==> src/sb_settings.svh <==
`ifndef SB_SETTINGS_SVH
`define SB_SETTINGS_SVH

// ----------------------------------------------------------------------
// Link level sizing
// ----------------------------------------------------------------------

// Flit payload width in bits, one of 8, 16 or 32
`define SB_PLD_WIDTH 8

// A dword is the unit of the hierarchical header and of local data
`define SB_DW_WIDTH 32

// ----------------------------------------------------------------------
// Message level sizing
// ----------------------------------------------------------------------

// Local dwords that one buffered message can carry after its header
`define SB_MAX_LCL_DW 4

`endif
==> src/sb_msg_pkg.sv <==
`default_nettype none

`include "sb_settings.svh"

// Message level definitions used once the flits are packed into dwords
package sb_msg_pkg;

    // ----------------------------------------------------------------------
    // Hierarchical routing header
    // ----------------------------------------------------------------------

    // The first dword of every message; src_id sits in the low half so
    // it is carried by the first flits on the link
    typedef struct packed {
        logic [`SB_DW_WIDTH/2-1:0] dest_id;
        logic [`SB_DW_WIDTH/2-1:0] src_id;
    } sb_hier_hdr_t;

    // ----------------------------------------------------------------------
    // Local payload and the delivered record
    // ----------------------------------------------------------------------

    // Element 0 is the first local dword after the header
    typedef logic [`SB_MAX_LCL_DW-1:0][`SB_DW_WIDTH-1:0] sb_lcl_data_t;

    // Everything the agent receives for one message
    typedef struct packed {
        sb_hier_hdr_t hdr;
        // Number of valid entries in lcl, zero for a header-only message
        logic [2:0]   lcl_cnt;
        // Entries at and above lcl_cnt read as zero
        sb_lcl_data_t lcl;
        // Set if any flit of the message had bad parity
        logic         perr;
    } sb_msg_rec_t;

endpackage

`default_nettype wire

==> src/sb_flit_pkg.sv <==
`default_nettype none

`include "sb_settings.svh"

// Link side definitions shared by the splitter, the assemblers and the ports
package sb_flit_pkg;

    // ----------------------------------------------------------------------
    // One flit of a channel as seen in a single cycle
    // ----------------------------------------------------------------------

    // Fields are only meaningful while put is high
    typedef struct packed {
        logic [`SB_PLD_WIDTH-1:0] payload;
        logic                     put;
        // High on every flit of a message except the one carrying eom
        logic                     msgip;
        logic                     eom;
        // Even parity over payload and this bit
        logic                     parity;
    } sb_flit_t;

    // Channel label, posted or non-posted
    typedef enum logic {
        PC = 1'b0,
        NP = 1'b1
    } sb_chan_e;

    // A flit has bad parity when payload and parity bit XOR to one
    function automatic logic flit_parity_err(sb_flit_t f);
        return ^{f.payload, f.parity};
    endfunction

endpackage

`default_nettype wire

==> src/sb_hier_target.sv <==
`timescale 1ns/1ps
`default_nettype none

`include "sb_settings.svh"

// Target side of the sideband endpoint, posted and non-posted channels
module sb_hier_target #(
    parameter int PLD_WIDTH = `SB_PLD_WIDTH
) (
    input  logic                    side_clk,
    input  logic                    side_rst_b,
    input  sb_flit_pkg::sb_flit_t   pc_flit,
    input  sb_flit_pkg::sb_flit_t   np_flit,
    output logic                    pc_avail,
    output logic                    np_avail,
    output sb_msg_pkg::sb_msg_rec_t pc_rec,
    output sb_msg_pkg::sb_msg_rec_t np_rec,
    output logic                    pc_req,
    output logic                    np_req,
    input  logic                    pc_ack,
    input  logic                    np_ack
);

    // ----------------------------------------------------------------------
    // The channels share nothing and run independently
    // ----------------------------------------------------------------------

    sb_target_port #(
        .PLD_WIDTH (PLD_WIDTH)
    ) pc_port (
        .side_clk   (side_clk),
        .side_rst_b (side_rst_b),
        .flit_in    (pc_flit),
        .avail      (pc_avail),
        .rec        (pc_rec),
        .req        (pc_req),
        .ack        (pc_ack)
    );

    sb_target_port #(
        .PLD_WIDTH (PLD_WIDTH)
    ) np_port (
        .side_clk   (side_clk),
        .side_rst_b (side_rst_b),
        .flit_in    (np_flit),
        .avail      (np_avail),
        .rec        (np_rec),
        .req        (np_req),
        .ack        (np_ack)
    );

endmodule

`default_nettype wire

==> src/sb_target_port.sv <==
`timescale 1ns/1ps
`default_nettype none

`include "sb_settings.svh"

// One channel of the target: split, assemble, buffer and hand over
module sb_target_port #(
    parameter int PLD_WIDTH = `SB_PLD_WIDTH
) (
    input  logic                    side_clk,
    input  logic                    side_rst_b,
    input  sb_flit_pkg::sb_flit_t   flit_in,
    output logic                    avail,
    output sb_msg_pkg::sb_msg_rec_t rec,
    output logic                    req,
    input  logic                    ack
);

    import sb_flit_pkg::*;
    import sb_msg_pkg::*;

    // IDLE accepts a message, RECV collects it, REQ and DROP run the
    // four-phase handshake with the agent
    typedef enum logic [1:0] {
        S_IDLE,
        S_RECV,
        S_REQ,
        S_DROP
    } port_state_e;

    port_state_e  state;
    sb_flit_t     hdr_flit;
    sb_flit_t     lcl_flit;
    sb_hier_hdr_t hdr_word;
    sb_lcl_data_t lcl_word;
    logic [2:0]   lcl_dw_cnt;
    logic         hdr_perr;
    logic         lcl_perr;
    logic         hdr_asm_done;
    logic         lcl_asm_done;
    logic         msg_done;

    sb_hier_splitter #(
        .PLD_WIDTH (PLD_WIDTH)
    ) u_splitter (
        .side_clk   (side_clk),
        .side_rst_b (side_rst_b),
        .flit_in    (flit_in),
        .hdr_flit   (hdr_flit),
        .lcl_flit   (lcl_flit)
    );

    // Header path only ever holds one dword, so its count is not needed
    sb_dword_assembler #(
        .PLD_WIDTH (PLD_WIDTH),
        .out_t     (sb_hier_hdr_t)
    ) u_hdr_asm (
        .side_clk   (side_clk),
        .side_rst_b (side_rst_b),
        .flit       (hdr_flit),
        .word       (hdr_word),
        .dw_cnt     (),
        .perr       (hdr_perr),
        .done       (hdr_asm_done)
    );

    sb_dword_assembler #(
        .PLD_WIDTH (PLD_WIDTH),
        .out_t     (sb_lcl_data_t)
    ) u_lcl_asm (
        .side_clk   (side_clk),
        .side_rst_b (side_rst_b),
        .flit       (lcl_flit),
        .word       (lcl_word),
        .dw_cnt     (lcl_dw_cnt),
        .perr       (lcl_perr),
        .done       (lcl_asm_done)
    );

    // Done pulses one cycle after the eom put
    assign msg_done = hdr_asm_done | lcl_asm_done;

    // ----------------------------------------------------------------------
    // Buffer control and handshake
    // ----------------------------------------------------------------------

    always_ff @(posedge side_clk or negedge side_rst_b) begin
        if (!side_rst_b) begin
            state <= S_IDLE;
        end else begin
            case (state)
                S_IDLE:  if (flit_in.put) state <= S_RECV;
                S_RECV:  if (msg_done) state <= S_REQ;
                S_REQ:   if (ack) state <= S_DROP;
                S_DROP:  if (!ack) state <= S_IDLE;
                default: state <= S_IDLE;
            endcase
        end
    end

    assign avail = (state == S_IDLE);
    assign req   = (state == S_REQ);

    // Local path values are stale for a header-only message and are
    // masked here
    always_ff @(posedge side_clk) begin
        if (state == S_RECV && msg_done) begin
            rec.hdr     <= hdr_word;
            rec.lcl_cnt <= lcl_asm_done ? lcl_dw_cnt : 3'd0;
            rec.lcl     <= lcl_asm_done ? lcl_word : '0;
            rec.perr    <= hdr_perr | (lcl_asm_done & lcl_perr);
        end
    end

    // ----------------------------------------------------------------------
    // Protocol checks
    // ----------------------------------------------------------------------

    // The sender must wait for avail before starting a message
    assert property (@(posedge side_clk) disable iff (!side_rst_b)
        flit_in.put |-> (state == S_IDLE || state == S_RECV))
        else $error("put while avail low and no message in progress");

    // The agent may sample rec at any point of the handshake
    assert property (@(posedge side_clk) disable iff (!side_rst_b)
        (req || ack) |=> $stable(rec))
        else $error("record changed during delivery");

endmodule

`default_nettype wire

==> src/sb_dword_assembler.sv <==
`timescale 1ns/1ps
`default_nettype none

`include "sb_settings.svh"

// Packs a flit stream into a word of one or more dwords
module sb_dword_assembler #(
    parameter int  PLD_WIDTH = `SB_PLD_WIDTH,
    parameter type out_t     = logic [`SB_DW_WIDTH-1:0]
) (
    input  logic                  side_clk,
    input  logic                  side_rst_b,
    input  sb_flit_pkg::sb_flit_t flit,
    output out_t                  word,
    output logic [2:0]            dw_cnt,
    output logic                  perr,
    output logic                  done
);

    import sb_flit_pkg::*;

    localparam int WORD_W       = $bits(out_t);
    localparam int WORD_DW      = WORD_W / `SB_DW_WIDTH;
    localparam int FLITS_PER_DW = `SB_DW_WIDTH / PLD_WIDTH;
    localparam int TOTAL        = WORD_W / PLD_WIDTH;
    localparam int IDX_W        = (TOTAL > 1) ? $clog2(TOTAL) : 1;

    logic [WORD_W-1:0] word_q;
    logic [IDX_W-1:0]  idx;
    logic              dw_last;
    logic              word_full;
    // Next put opens a new word; left set by eom or by a full word
    logic              restart;

    generate
        if (PLD_WIDTH != `SB_PLD_WIDTH) begin : g_width_err
            $error("PLD_WIDTH differs from the flit payload width");
        end
    endgenerate

    assign dw_last   = ((int'(idx) + 1) % FLITS_PER_DW) == 0;
    assign word_full = (idx == IDX_W'(TOTAL - 1));

    // ----------------------------------------------------------------------
    // Control, counts and parity
    // ----------------------------------------------------------------------

    always_ff @(posedge side_clk or negedge side_rst_b) begin
        if (!side_rst_b) begin
            idx     <= '0;
            dw_cnt  <= '0;
            perr    <= 1'b0;
            done    <= 1'b0;
            restart <= 1'b1;
        end else begin
            done <= flit.put & flit.eom;
            if (flit.put) begin
                idx     <= (flit.eom || word_full) ? '0 : idx + 1'b1;
                restart <= flit.eom || word_full;
                perr    <= (restart ? 1'b0 : perr) | flit_parity_err(flit);
                dw_cnt  <= (restart ? 3'd0 : dw_cnt) + (dw_last ? 3'd1 : 3'd0);
            end
        end
    end

    // Unused upper dwords of a new word read back as zero
    always_ff @(posedge side_clk) begin
        if (flit.put) begin
            if (restart) begin
                word_q <= '0;
            end
            word_q[int'(idx) * PLD_WIDTH +: PLD_WIDTH] <= flit.payload;
        end
    end

    assign word = out_t'(word_q);

    // A multi-dword word holds local data; filling it without eom means
    // the message has more local dwords than a record can count
    generate
        if (WORD_DW > 1) begin : g_ovf_chk
            assert property (@(posedge side_clk) disable iff (!side_rst_b)
                (flit.put && word_full) |-> flit.eom)
                else $error("more than %0d local dwords in one message", WORD_DW);
        end
    endgenerate

endmodule

`default_nettype wire

==> src/sb_hier_splitter.sv <==
`timescale 1ns/1ps
`default_nettype none

`include "sb_settings.svh"

// Separates the hierarchical header dword from the local payload dwords
module sb_hier_splitter #(
    parameter int PLD_WIDTH = `SB_PLD_WIDTH
) (
    input  logic                  side_clk,
    input  logic                  side_rst_b,
    input  sb_flit_pkg::sb_flit_t flit_in,
    output sb_flit_pkg::sb_flit_t hdr_flit,
    output sb_flit_pkg::sb_flit_t lcl_flit
);

    logic last_flit;
    // Set once the header dword has passed and the message goes on
    logic hdr_done;
    // msgip as the local path sees it, one dword behind the link
    logic lcl_msgip;

    sb_byte_counter #(
        .PLD_WIDTH (PLD_WIDTH)
    ) u_byte_counter (
        .side_clk   (side_clk),
        .side_rst_b (side_rst_b),
        .put        (flit_in.put),
        .last_flit  (last_flit)
    );

    // ----------------------------------------------------------------------
    // Routing state
    // ----------------------------------------------------------------------

    // The header ends with the first dword; a message that also ends
    // there never reaches the local path
    always_ff @(posedge side_clk or negedge side_rst_b) begin
        if (!side_rst_b) begin
            hdr_done <= 1'b0;
        end else if (flit_in.put) begin
            if (flit_in.eom) begin
                hdr_done <= 1'b0;
            end else if (last_flit) begin
                hdr_done <= 1'b1;
            end
        end
    end

    // Local msgip goes high after the first complete local dword and
    // drops again with the dword that carries eom
    always_ff @(posedge side_clk or negedge side_rst_b) begin
        if (!side_rst_b) begin
            lcl_msgip <= 1'b0;
        end else if (flit_in.put && last_flit && hdr_done) begin
            lcl_msgip <= !flit_in.eom;
        end
    end

    // ----------------------------------------------------------------------
    // Flit steering
    // ----------------------------------------------------------------------

    // The idle path is held at zero so its put can never fire
    always_comb begin
        hdr_flit = '0;
        lcl_flit = '0;
        if (hdr_done) begin
            lcl_flit       = flit_in;
            lcl_flit.msgip = lcl_msgip;
        end else begin
            hdr_flit = flit_in;
        end
    end

    // A message may only end on a dword boundary, otherwise the counter
    // would start the next message out of step
    assert property (@(posedge side_clk) disable iff (!side_rst_b)
        (flit_in.put && flit_in.eom) |-> last_flit)
        else $error("eom in the middle of a dword");

endmodule

`default_nettype wire

==> src/sb_byte_counter.sv <==
`timescale 1ns/1ps
`default_nettype none

`include "sb_settings.svh"

// Tracks where the current flit sits inside its dword
module sb_byte_counter #(
    parameter int PLD_WIDTH = `SB_PLD_WIDTH
) (
    input  logic side_clk,
    input  logic side_rst_b,
    input  logic put,
    output logic last_flit
);

    localparam int FLITS = `SB_DW_WIDTH / PLD_WIDTH;

    generate
        if (FLITS == 1) begin : g_full_dw
            // Every put carries a whole dword, so each one is the last
            assign last_flit = put;
        end else begin : g_sub_dw
            localparam int IDX_W = $clog2(FLITS);

            logic [IDX_W-1:0] idx;

            // FLITS is a power of two, so the index wraps by itself
            // after the dword's final flit
            always_ff @(posedge side_clk or negedge side_rst_b) begin
                if (!side_rst_b) begin
                    idx <= '0;
                end else if (put) begin
                    idx <= idx + 1'b1;
                end
            end

            // Decoded from the count alone, users qualify it with put
            assign last_flit = (idx == IDX_W'(FLITS - 1));
        end
    endgenerate

endmodule

`default_nettype wire

==> config.mk <==
export PLATFORM = sky130hd
export DESIGN_NAME = sb_hier_target
export DESIGN_NICKNAME = d
export VERILOG_FILES = /design/src/sb_msg_pkg.sv /design/src/sb_flit_pkg.sv /design/src/sb_hier_target.sv /design/src/sb_target_port.sv /design/src/sb_dword_assembler.sv /design/src/sb_hier_splitter.sv /design/src/sb_byte_counter.sv
export VERILOG_INCLUDE_DIRS = /design/src
export SDC_FILE = /design/constraint.sdc
export NUM_CORES = 1
export LEC_CHECK = 0
export BUFFER_PORTS_ARGS = -buffer_cell sky130_fd_sc_hd__buf_2
export CAP_MARGIN = 30
export CORE_ASPECT_RATIO = 1.75
export CORE_UTILIZATION = 35
export CTS_CLUSTER_DIAMETER = 80
export DETAILED_ROUTE_END_ITERATION = 10
export GPL_ROUTABILITY_DRIVEN = 0
export MAX_ROUTING_LAYER = met4
export PLACE_DENSITY = 0.55
export SLEW_MARGIN = 20
export SYNTH_ARGS = -nofsm -noshare
export SYNTH_HDL_FRONTEND = slang
export SYNTH_SLANG_ARGS = --single-unit
==> constraint.sdc <==
create_clock -name side_clk -period 8.15 [get_ports side_clk]
set_clock_uncertainty 0.05 [all_clocks]
set_input_delay 1.2225 -clock side_clk [delete_from_list [all_inputs] [get_ports side_clk]]
set_output_delay 1.2225 -clock side_clk [all_outputs]
set_load 0.05 [all_outputs]
Word level (Yosys, flattened, before mapping):

Cells that the tools add are included.
Widths: inputs -> output; s select.

* equality and inequality tests: 20
* muxes and demuxes: 42
* reduce and logical (&&, ||, !) cells: 28
* bitwise logic cells: 16
* add/sub/neg operators: 14
* shifts and indexed selects: 8

Operators by type and width (count)
* $mux 128: 4
* $bwmux 128: 2
* $shift 8x33->128 const A: 2
* $shiftx 8x33->128: 2
* $mux 32: 4
* $neg 5->33: 2
* $neg 7->33: 2
* $shift 8x33->32 const A: 2
* $shiftx 8x33->32: 2
* $bwmux 32: 2
* $logic_not 32->1: 2
* $mux 12: 4
* $reduce_xor 9->1: 4
* $mux 2: 10
* $eq 2x2->1 const B: 8
* $pmux 2 s4: 2
* $add 2x1->2 const B: 6
* $mux 1: 10
* $add 4x1->4 const B: 2
* $eq 4x4->1 const B: 2
* $mux 4: 2
* $ne 2x1->1 const B: 4
* $ne 2x2->1 const B: 4
* $or 1x1->1: 8
* 13 further kinds: 36

* logic and storage cells: 174
* output and inout bits: 332
* input bits: 28
* register bits: 690

Logic depth before layout (Yosys ltp):

Gate-level depths: netlist of run 1.

* depth after elaboration: 6
* gate-level depth with buffers: 10
* mapped depth without buffers: 6

Modules after synthesis:

Synthesis of run 1 repeated with hierarchy kept, for this count alone.

* cell total of the unflattened synthesis: 1801
* area, all modules: 27406.3 µm²

Modules (own cells, without submodules)
* sb_target_port: instances 2, cells each 328, sequential area each 4974.8 µm², area each 6023.3 µm²
* sb_dword_assembler (pc_port.u_lcl_asm): instances 1, cells each 418, sequential area each 4095.2 µm², area each 5645.4 µm²
* sb_dword_assembler (np_port.u_lcl_asm): instances 1, cells each 416, sequential area each 4095.2 µm², area each 5549.1 µm²
* sb_dword_assembler (pc_port.u_hdr_asm): instances 1, cells each 117, sequential area each 1162.4 µm², area each 1742.9 µm²
* sb_dword_assembler (np_port.u_hdr_asm): instances 1, cells each 118, sequential area each 1162.4 µm², area each 1739.2 µm²
* sb_hier_splitter: instances 2, cells each 33, sequential area each 50.0 µm², area each 255.2 µm²
* sb_byte_counter: instances 2, cells each 5, sequential area each 50.0 µm², area each 86.3 µm²

Worst setup path after synthesis of run 1:

No wires, ideal clock.

* path type: reg2reg
* start point: register np_port.state[1]
* end point: register np_port.rec[0] (netlist name), enable pin
* library setup time: 710 ps
* arrival: 7851 ps
* slack: -461 ps
* required time: 7390 ps
* stages on the path, launching flop included: 4
* period minus slack after synthesis: 8611 ps
* path buffers: 0
* cell sequence: dfrtp_1 inv_1 ha_1 nor2b_1

* word-level cells in the longest chain between the ends: 2

RTL lines
* start, declared: RTL line sb_target_port.sv:31 `port_state_e state;`
* start signal, assigned: RTL line sb_target_port.sv:89 `state <= S_IDLE;`
* start signal, assigned: RTL line sb_target_port.sv:92 `S_IDLE: if (flit_in.put) state <= S_RECV;`
* start signal, assigned: RTL line sb_target_port.sv:93 `S_RECV: if (msg_done) state <= S_REQ;`
* $eq 2x1->1: RTL line sb_target_port.sv:107 `if (state == S_RECV && msg_done) begin`
* $logic_and 1x1->1: RTL line sb_target_port.sv:107
* end, declared: RTL line sb_target_port.sv:14 `output sb_msg_pkg::sb_msg_rec_t rec,`

No other way between the ends.
A chain may end at the register's enable or synchronous reset.

==> results of run 1 <==
[registers in the layout, indices dropped and copies added (netlist names), 3 cells and up]
| signal | flops |
|---|---|
| np_port.u_lcl_asm.dw_cnt | 3 |
| pc_port.u_hdr_asm.word | 32 |
| pc_port.u_lcl_asm.word | 128 |
| pc_port.u_lcl_asm.dw_cnt | 3 |
| np_port.rec | 164 |
| np_port.u_lcl_asm.idx | 4 |
| np_port.u_lcl_asm.word | 128 |
| np_port.u_hdr_asm.word | 32 |
| pc_port.rec | 164 |
| pc_port.u_lcl_asm.idx | 4 |
[placed cells by master, fill, tap and decap left out, types with 8 or more instances in the layout]
cell and instances:
a21oi_1 41, and2_1 295, buf_2 357, buf_4 8
bufinv_16 8, clkbuf_1 12, clkbuf_16 61, clkinv_1 12
dfrtp_1 34, edfxtp_1 648, ha_1 31, inv_1 26
nand2_1 82, nand2b_1 12, nand3_1 20, nor2_1 280
nor2b_1 9, nor3_1 51, o21ai_0 23, xnor2_1 9
[how the worst max path moves through the flow]
stage | endpoint | cells after the start | start
floorplan | np_port.rec[0] | 3 | np_port.state[1]
global placement | pc_port.u_lcl_asm.word[73] | 5 | pc_port.u_lcl_asm.idx[0]
detailed placement | pc_port.u_lcl_asm.word[74] | 5 | pc_port.u_lcl_asm.idx[0]
CTS | pc_port.u_lcl_asm.word[75] | 5 | pc_port.u_lcl_asm.idx[0]
global route | pc_port.u_lcl_asm.word[77] | 5 | pc_port.u_lcl_asm.idx[0]
finish | pc_port.u_lcl_asm.word[74] | 5 | pc_port.u_lcl_asm.idx[0]
[layout make-up]
| class | instances | area share (%) |
|---|---|---|
| Sequential cell | 688 | 65.9 |
| Multi-Input combinational cell | 946 | 17.2 |
| Timing Repair Buffer | 370 | 6.32 |
| Clock buffer | 73 | 5.06 |
| Tap cell | 938 | 3.78 |
| Clock inverter | 38 | 1.40 |
| Inverter | 26 | 0.314 |
| Antenna cell | 1 | 0.00806 |
[power groups by stage]
stage	sequential (W)	clock, W	combinational [W]
floorplan	0.00542	0	0.00113
global placement	0.00489	0	0.00226
detailed placement	0.00491	0	0.00232
CTS	0.00484	0.00298	0.00232
global route	0.00488	0.00310	0.00248
finish	0.00483	0.00291	0.00231
[logic make-up (layout without fill, tap and decap cells)]
| family | after synthesis | in the layout | share of synthesized area, % |
|---|---|---|---|
| buf+inv | 98 | 507 | 1.57 |
| xor+xnor | 19 | 19 | 0.769 |
| mux | 7 | 7 | 0.296 |
| simple gates | 790 | 790 | 15.4 |
| compound gates | 99 | 99 | 2.37 |
| flops | 688 | 688 | 78.1 |
| fa+ha+maj | 31 | 31 | 1.48 |
| other cells | 0 | 1 | 0 |
[stage by stage]
stage	setup WS [ns]	total power, W
after floorplan	2.74	0.00655
final	4.37	0.0101
after global routing	4.08	0.0105
after CTS	4.37	0.0101
after detailed placement	4.39	0.00722
after global placement	4.56	0.00715
[routing by layer]
| layer | global-route usage (%) | wire, µm |
|---|---|---|
| met5 | - | 0 |
| met4 | 7.60 | 2690 |
| met3 | 5.06 | 5150 |
| met2 | 29.0 | 31700 |
| met1 | 17.7 | 23400 |
[cells in the mapped netlist (all sizes together), types with 10 or more instances]
cell type    n
a21oi       42
and2       295
buf         17
clkbuf      55
dfrtp       36
edfxtp     648
ha          31
inv         26
nand2       82
nand2b      13
nand3       24
nor2       281
nor2b       11
nor3        52
o21ai       23
xnor2       10
[worst max-delay path, stage by stage, from the launching register on]
cell and delay (ns):
dfrtp_1 0.59, inv_1 0.15, ha_1 0.64, nand3_2 0.58, or3_1 0.69, a21oi_1 0.70
==> run_results.csv, run 1 <==
group,metric,value,unit
outcome,status,"complete, no violations",
timing,worst_slew_pin_slew,1.02,ns
placement,portBuffers,357,
synth,ys_seq_area_share,78.1,%
cells_and_area,stdcell_count,3080,
synth,synthCells,1732,
critical_path,worst_ep_arrival_time,3.99,ns
floorplanning,die_h,364,µm
critical_path,reg2reg_from,"pc_port.u_lcl_asm.idx[0]",
critical_path,cp.required,8.36,ns
cells_and_area,syn_to_final_growth,18.5,%
timing,fin_hold_ws,0.366,ns
clock_tree,cts_tree,"done",
critical_path,worst_setup_path_end_kind,"register",
synth,yosysTopAreaCell,"edfxtp_1",
clock_tree,cts_made_buffers,60,
synth,ys_types,59,
global_route,grt-ovfl-total,0,
floorplanning,rows,132,
pwr,power.switching,0.00334,W
placement,post-place-cells,2966,
clock_tree,clockBufferDepth,3,
synth,ys_ff_latch,688,
cells_and_area,final_area,0.0310,mm²
route,vias,14701,
synth,netlist_area,0.0262,mm²
cells_and_area,final_nets,2151,
critical_path,worst-setup-path-type,"register to register",
global_route,grt_usage,16.8,%
synth,synth-edff-count,648,
critical_path,critical_path.max_fanout,28,
cells_and_area,fin_util,41.9,%
clock_tree,cts.repair.resized,0,
pwr,p_leak,11.2,nW
global_route,grt_pass1_vias,14914,
worst_hold_path,hp-start,"np_port.u_hdr_asm.word[8]",
clock_tree,cts.clk_slew.worst_paths,0.07,ns
floorplanning,io_pins,360,
cells_and_area,fillCellCount,6749,
floorplanning,die_x,209,µm
worst_hold_path,whs_path_depth,0,
route,postRouteAntennaNets,0,
route,drtIter0Drc,831,
pwr,p_clk_share,29.0,%
cells_and_area,register_area,0.0205,mm²
clock_tree,cts-root-buf,"clkbuf_16",
clock_tree,hold_buffers,0,
global_route,grt_max_degree,133,
route,drc,0,
clock_tree,clock-sinks,688,
timing,drv_slew,0,
critical_path,r2r_setup_slack,4.37,ns
synth,syn_nets,1791,
synth,ys.flop_type,"edfxtp_1",
timing,max_slew_margin,31.8,%
synth,yosys.area.top_type_share,74.3,%
timing,fin_crit,3.78,ns
critical_path,r2r-end,"pc_port.u_lcl_asm.word[74]",
floorplanning,initial_core_util,35.4,%
synth,synthTopCellsByArea,"edfxtp_1 (74%), and2_1 (7.0%), nor2_1 (4.0%)",
global_route,antenna_found_initial,0,
floorplanning,dieArea,0.0760,mm²
timing,period_share,46.4,%
synth,async_reset_ff_share,5.81,%
critical_path,ff2ff_path_depth,5,
placement,dpl_cell_area,0.0290,mm²
clock_tree,post_cts_buffers,0,
pwr,p_per_area,324,mW/mm²
route,firstDrtPassIters,7,
timing,hold_viol,0,
pwr,p_int,0.00671,W
clock_tree,htree_levels,2,
cells_and_area,multi_input_area,0.00533,mm²
route,viasPerCell,4.77,
timing,rsz0062_at_grt,"false",
run,drv_cap,0,
timing,fmax,265,MHz
route,wl,62900,µm
cells_and_area,drive_gt1_share,22.8,%
route,avgRoutedWirePerCell,20.4,µm
worst_hold_path,hold_class,"register to register",
pwr,power_frac_seq,48.1,%
global_route,grt_pass1_wl,92400,µm
timing,fin_tns_setup,0,ns
critical_path,start_kind,"register",
floorplanning,core_region_area,0.0740,mm²
placement,hpwl,45500,µm
worst_hold_path,min_to,"np_port.rec[140]",
synth,ys_warn_count,0,
pwr,p_sw_share,33.2,%
synth,synth_area_per_cell,15.1,µm²
clock_tree,worstSkewPairLatency,0.63,ns
timing,setup_violations,0,
pwr,p_comb_share,23.0,%
pwr,vdd_drop_max,212,µV
Note: power is estimated with default switching activity, not from simulation.
==> run 2, diff against run 1 <==
==> constraint.sdc (replaced) <==
create_clock -name side_clk -period 3.22 [get_ports side_clk]
set_clock_uncertainty 0.05 [all_clocks]
set_input_delay 0.483 -clock side_clk [delete_from_list [all_inputs] [get_ports side_clk]]
set_output_delay 0.483 -clock side_clk [all_outputs]
set_load 0.05 [all_outputs]
==> run_results.csv, run 2 (synthesis gave the netlist of run 1 again) <==
group,metric,value,unit
outcome,status,"complete, no violations",
clock_tree,worstSkewPairLatency,0.65,ns
critical_path,worst_setup_path_end_kind,"register",
timing,rsz0062_at_grt,"false",
pwr,power.total,0.0262,W
critical_path,cp_cell_sequence,"inv_1, ha_1, nand2b_4, a211o_1, or3_1, a21oi_2",
global_route,grt_usage,17.8,%
route,vias,15021,
timing,drv_slew,0,
timing,fin_crit,2.85,ns
critical_path,cp_num_buf_inv,1,
critical_path,r2r_setup_slack,0.37,ns
global_route,use_met2,32.0,%
route,wl,65800,µm
clock_tree,hold_buffers,1,
clock_tree,post_cts_buffers,0,
clock_tree,cts-root-buf,"clkbuf_16",
critical_path,crit_end,"pc_port.u_lcl_asm.word[36]",
pwr,p_per_area,829,mW/mm²
route,drc,0,
timing,max_slew_margin,43.5,%
floorplanning,die_x,209,µm
floorplanning,core_region_area,0.0740,mm²
global_route,grt_pass1_wl,96800,µm
cells_and_area,multi_input_area,0.00533,mm²
timing,fmax,351,MHz
placement,portBuffers,357,
global_route,use_met3,4.81,%
global_route,grt_pass1_vias,15407,
floorplanning,initial_core_util,35.4,%
route,postRouteAntennaNets,0,
run,drv_cap,0,
clock_tree,cts_made_buffers,61,
cells_and_area,biggestRegsByFlops,"np_port.rec (164), pc_port.rec (164)",
critical_path,worst_ep_arrival_time,3.08,ns
critical_path,ff2ff_path_depth,6,
global_route,grt-ovfl-total,0,
cells_and_area,final_cell_mix,"edfxtp_1 (648), buf_2 (357), and2_1 (295), nor2_1 (280), nand2_1 (82)",
floorplanning,dieArea,0.0760,mm²
clock_tree,htree_levels,2,
global_route,grt_max_degree,84,
cells_and_area,syn_to_final_growth,20.5,%
pwr,vdd_drop_max,634,µV
floorplanning,io_pins,360,
critical_path,cp.depth,6,
timing,fin_ws,0.374,ns
timing,hold_viol,0,
clock_tree,clockBufferDepth,3,
floorplanning,rows,132,
critical_path,slowest_delay,0.50,ns
clock_tree,cts.clk_slew.worst_paths,0.07,ns
critical_path,start_kind,"register",
critical_path,worst-setup-path-type,"register to register",
cells_and_area,diodes,0,
global_route,grt-busiest-layer,"met2",
route,drtIter0Drc,883,
critical_path,crit_slowest_cell,"dfrtp_1",
route,viasPerCell,4.80,
critical_path,critical-path-top-delay-family,"compound AO/OA/AOI/OAI gates",
placement,pre_cts_slack,0.368,ns
route,firstDrtPassIters,5,
placement,hpwl,48900,µm
clock_tree,clock-sinks,688,
clock_tree,cts.repair.resized,0,
timing,fin_tns_setup,0,ns
critical_path,startpoint,"pc_port.u_lcl_asm.idx[1]",
critical_path,critical_path.max_fanout,9,
global_route,grtUsageMet1,17.2,%
cells_and_area,fillCellCount,6768,
critical_path,r2r-end,"pc_port.u_lcl_asm.word[36]",
critical_path,reg2reg_from,"pc_port.u_lcl_asm.idx[1]",
clock_tree,cts_tree,"done",
cells_and_area,final_nets,2197,
timing,setup_violations,0,
worst_hold_path,hold_class,"input pin to register",
cells_and_area,register_area,0.0205,mm²
cells_and_area,stdcell_count,3128,
placement,post-place-cells,3012,
timing,worst_slew_pin_slew,0.848,ns
global_route,antenna_found_initial,1,
route,avgRoutedWirePerCell,21.0,µm
floorplanning,die_h,364,µm
critical_path,cp.required,3.46,ns
cells_and_area,layout_commonest_cell,"edfxtp_1",
pwr,p_leak,11.5,nW
timing,period_share,88.4,%
cells_and_area,drive_gt1_share,24.8,%
[run 2: changes by cell type in the layout (fill, tap and decap cells not counted), sizes merged]
cell / change
buf: +44
bufinv: +1
clkbuf: +4
clkinv: -2
diode: -1
dlygate4sd3: +1
inv: +1
[run 2: power breakdown]
part           leakage [nW]  internal, W  switching (W)
sequential             6.59       0.0116       0.000573
combinational          3.85      0.00148        0.00480
clock                  1.04      0.00441        0.00333
[run 2: worst reg2reg max path: stages (launching register included)]
cell,delay [ns]
dfrtp_1,0.50
inv_1,0.13
ha_1,0.34
nand2b_4,0.21
a211o_1,0.33
or3_1,0.47
a21oi_2,0.45
[run 2: per-layer routing]
layer | vias up | wire [µm]
met5 | - | 0
met4 | 0 | 3460
met3 | 164 | 4630
li1 | 6951 | -
met1 | 7345 | 22900
met2 | 561 | 34800
[run 2: layout make-up]
type / count / area share, %
tap: 938 / 3.72
sequential: 688 / 64.9
timing repair buffer: 415 / 7.46
inverter: 26 / 0.309
clock inverter: 38 / 1.51
clock buffer: 77 / 5.26
multi-input combinational: 946 / 16.9
[run 2: how the worst min path moves through the flow]
stage	start	endpoint	cells after the start
floorplan	side_rst_b	np_port.state[0]	0
global placement	pc_port.u_hdr_asm.word[31]	pc_port.rec[163]	0
detailed placement	np_port.u_hdr_asm.word[6]	np_port.rec[138]	0
CTS	np_flit[3]	np_port.u_splitter.hdr_done	2
global route	np_flit[1]	np_port.u_splitter.hdr_done	2
finish	np_flit[3]	np_port.u_splitter.hdr_done	2
[run 2: metrics by stage]
| step | instance area [µm²] | utilization, % | hold WS, ns |
|---|---|---|---|
| after floorplan | 26200 | - | 0.137 |
| after global placement | 29400 | 39.7 | 0.351 |
| after detailed placement | 29400 | 39.7 | 0.355 |
| after CTS | 31600 | 42.6 | 0.0155 |
| after global routing | 31600 | 42.6 | 0.0421 |
| final | 31600 | 42.6 | 0.0768 |
==> run 3, diff against run 2 <==
--- a/config.mk
+++ b/config.mk
@@ -14,7 +14,6 @@
 export DETAILED_ROUTE_END_ITERATION = 10
 export GPL_ROUTABILITY_DRIVEN = 0
 export MAX_ROUTING_LAYER = met4
-export PLACE_DENSITY = 0.55
 export SLEW_MARGIN = 20
 export SYNTH_ARGS = -nofsm -noshare
 export SYNTH_HDL_FRONTEND = slang
==> run_results.csv, run 3 (synthesis gave the netlist of run 1 again) <==
group,metric,value,unit
critical_path,start_kind,"register",
clock_tree,cts-root-buf,"clkbuf_16",
route,viasPerCell,4.74,
timing,period_share,89.0,%
run,drv_cap,0,
clock_tree,clockBufferDepth,3,
critical_path,r2r_setup_slack,0.36,ns
clock_tree,cts_tree,"done",
cells_and_area,final_cell_mix,"edfxtp_1 (648), buf_2 (357), and2_1 (295), nor2_1 (280), nand2_1 (82)",
floorplanning,die_h,364,µm
timing,rsz0062_at_grt,"false",
route,drtIter0Drc,951,
outcome,status,"complete, no violations",
cells_and_area,layout_commonest_cell,"edfxtp_1",
clock_tree,cts_made_buffers,59,
pwr,p_leak,11.4,nW
global_route,grt_pass1_wl,90300,µm
critical_path,slowest_delay,0.62,ns
placement,hpwl,43800,µm
timing,worst_slew_pin_slew,0.803,ns
route,wl,60800,µm
clock_tree,cts.repair.resized,0,
timing,setup_violations,0,
critical_path,cp_num_buf_inv,1,
clock_tree,htree_levels,2,
worst_hold_path,hold_class,"input pin to register",
timing,hold_viol,0,
cells_and_area,biggestRegsByFlops,"np_port.rec (164), pc_port.rec (164)",
floorplanning,core_region_area,0.0740,mm²
critical_path,worst-setup-path-type,"register to register",
critical_path,cp.required,3.45,ns
route,vias,14815,
timing,max_slew_margin,46.4,%
pwr,p_per_area,811,mW/mm²
critical_path,critical-path-top-delay-family,"simple AND/OR/NAND/NOR gates",
global_route,grt_usage,16.3,%
critical_path,crit_slowest_cell,"dfrtp_1",
cells_and_area,syn_to_final_growth,19.8,%
floorplanning,rows,132,
critical_path,worst_setup_path_end_kind,"register",
critical_path,worst_ep_arrival_time,3.09,ns
critical_path,cp_cell_sequence,"nor3_1, ha_1, nand2_1, buf_4, or3_1, a21oi_2",
timing,fin_crit,2.86,ns
pwr,vdd_drop_max,497,µV
global_route,antenna_found_initial,2,
critical_path,critical_path.max_fanout,12,
clock_tree,worstSkewPairLatency,0.64,ns
cells_and_area,drive_gt1_share,24.6,%
placement,portBuffers,357,
timing,fmax,349,MHz
cells_and_area,fin_util,42.4,%
floorplanning,dieArea,0.0760,mm²
clock_tree,cts.clk_slew.worst_paths,0.06,ns
floorplanning,die_x,209,µm
worst_hold_path,whs_path_depth,2,
worst_hold_path,hp-start,"pc_flit[3]",
route,postRouteAntennaNets,0,
critical_path,reg2reg_from,"pc_port.u_lcl_asm.idx[2]",
global_route,grt-ovfl-total,0,
route,drc,0,
route,firstDrtPassIters,5,
cells_and_area,final_nets,2197,
route,avgRoutedWirePerCell,19.4,µm
floorplanning,initial_core_util,35.4,%
floorplanning,io_pins,360,
timing,drv_slew,0,
clock_tree,clock-sinks,688,
critical_path,ff2ff_path_depth,6,
critical_path,r2r-end,"pc_port.u_lcl_asm.word[37]",
global_route,grt_pass1_vias,15116,
clock_tree,post_cts_buffers,0,
timing,fin_hold_ws,0.0928,ns
global_route,grt_max_degree,133,
## run 3: final cells by class
class,instances,area (µm²)
repair buffers,417,2370
clock buffers,65,1500
flip-flops and latches,688,20500
clock inverters,44,428
diodes,2,5.00
multi-input cells,946,5330
inverters,26,97.6
fillers,6719,42600
well taps,938,1170
## run 3: power breakdown
group	switching (W)	internal, W	total, W
Combinational	0.00462	0.00152	0.00613
Clock	0.00327	0.00388	0.00715
Sequential	0.000590	0.0116	0.0122
## run 3: worst max-delay path by stage
stage / startpoint / to / slack [ns] / cells past startpoint
detailed placement: pc_port.u_lcl_asm.idx[1] / pc_port.u_lcl_asm.word[37] / 0.36 / 6
finish: pc_port.u_lcl_asm.idx[2] / pc_port.u_lcl_asm.word[37] / 0.36 / 6
global placement: pc_port.u_lcl_asm.idx[2] / pc_port.u_lcl_asm.word[38] / 0.44 / 6
CTS: pc_port.u_lcl_asm.idx[1] / pc_port.u_lcl_asm.word[37] / 0.35 / 6
global route: pc_port.u_lcl_asm.idx[1] / pc_port.u_lcl_asm.word[22] / 0.16 / 7
floorplan: np_port.state[1] / np_port.rec[0] / -0.35 / 3
## run 3: through the flow
step / TNS, ns / total power [W] / area, µm² / worst slack, ns / instances
detailed placement: 0 / 0.0185 / 29400 / 0.359 / 3012
global placement: 0 / 0.0183 / 29300 / 0.436 / 3011
finish: 0 / 0.0254 / 31400 / 0.355 / 3126
global route: 0 / 0.0265 / 31400 / 0.160 / 3126
CTS: 0 / 0.0257 / 31300 / 0.345 / 3122
floorplan: -114.51 / 0.0166 / 26200 / -0.349 / 1732
## run 3: timing repair
action                     4_1_cts  5_1_grt
hold endpoints to repair        16        0
setup endpoints to repair        0        0
hold buffers                     1        0
## run 3: routing by layer
layer | share of wire (%) | up-vias | routed length [µm] | global-route usage [%]
met5 | 0 | - | 0 | -
met4 | 3.4 | 0 | 2060 | 6.36
met3 | 6.2 | 109 | 3780 | 3.14
met2 | 51 | 509 | 30800 | 28.0
met1 | 40 | 7254 | 24100 | 18.6
li1 | - | 6943 | - | -
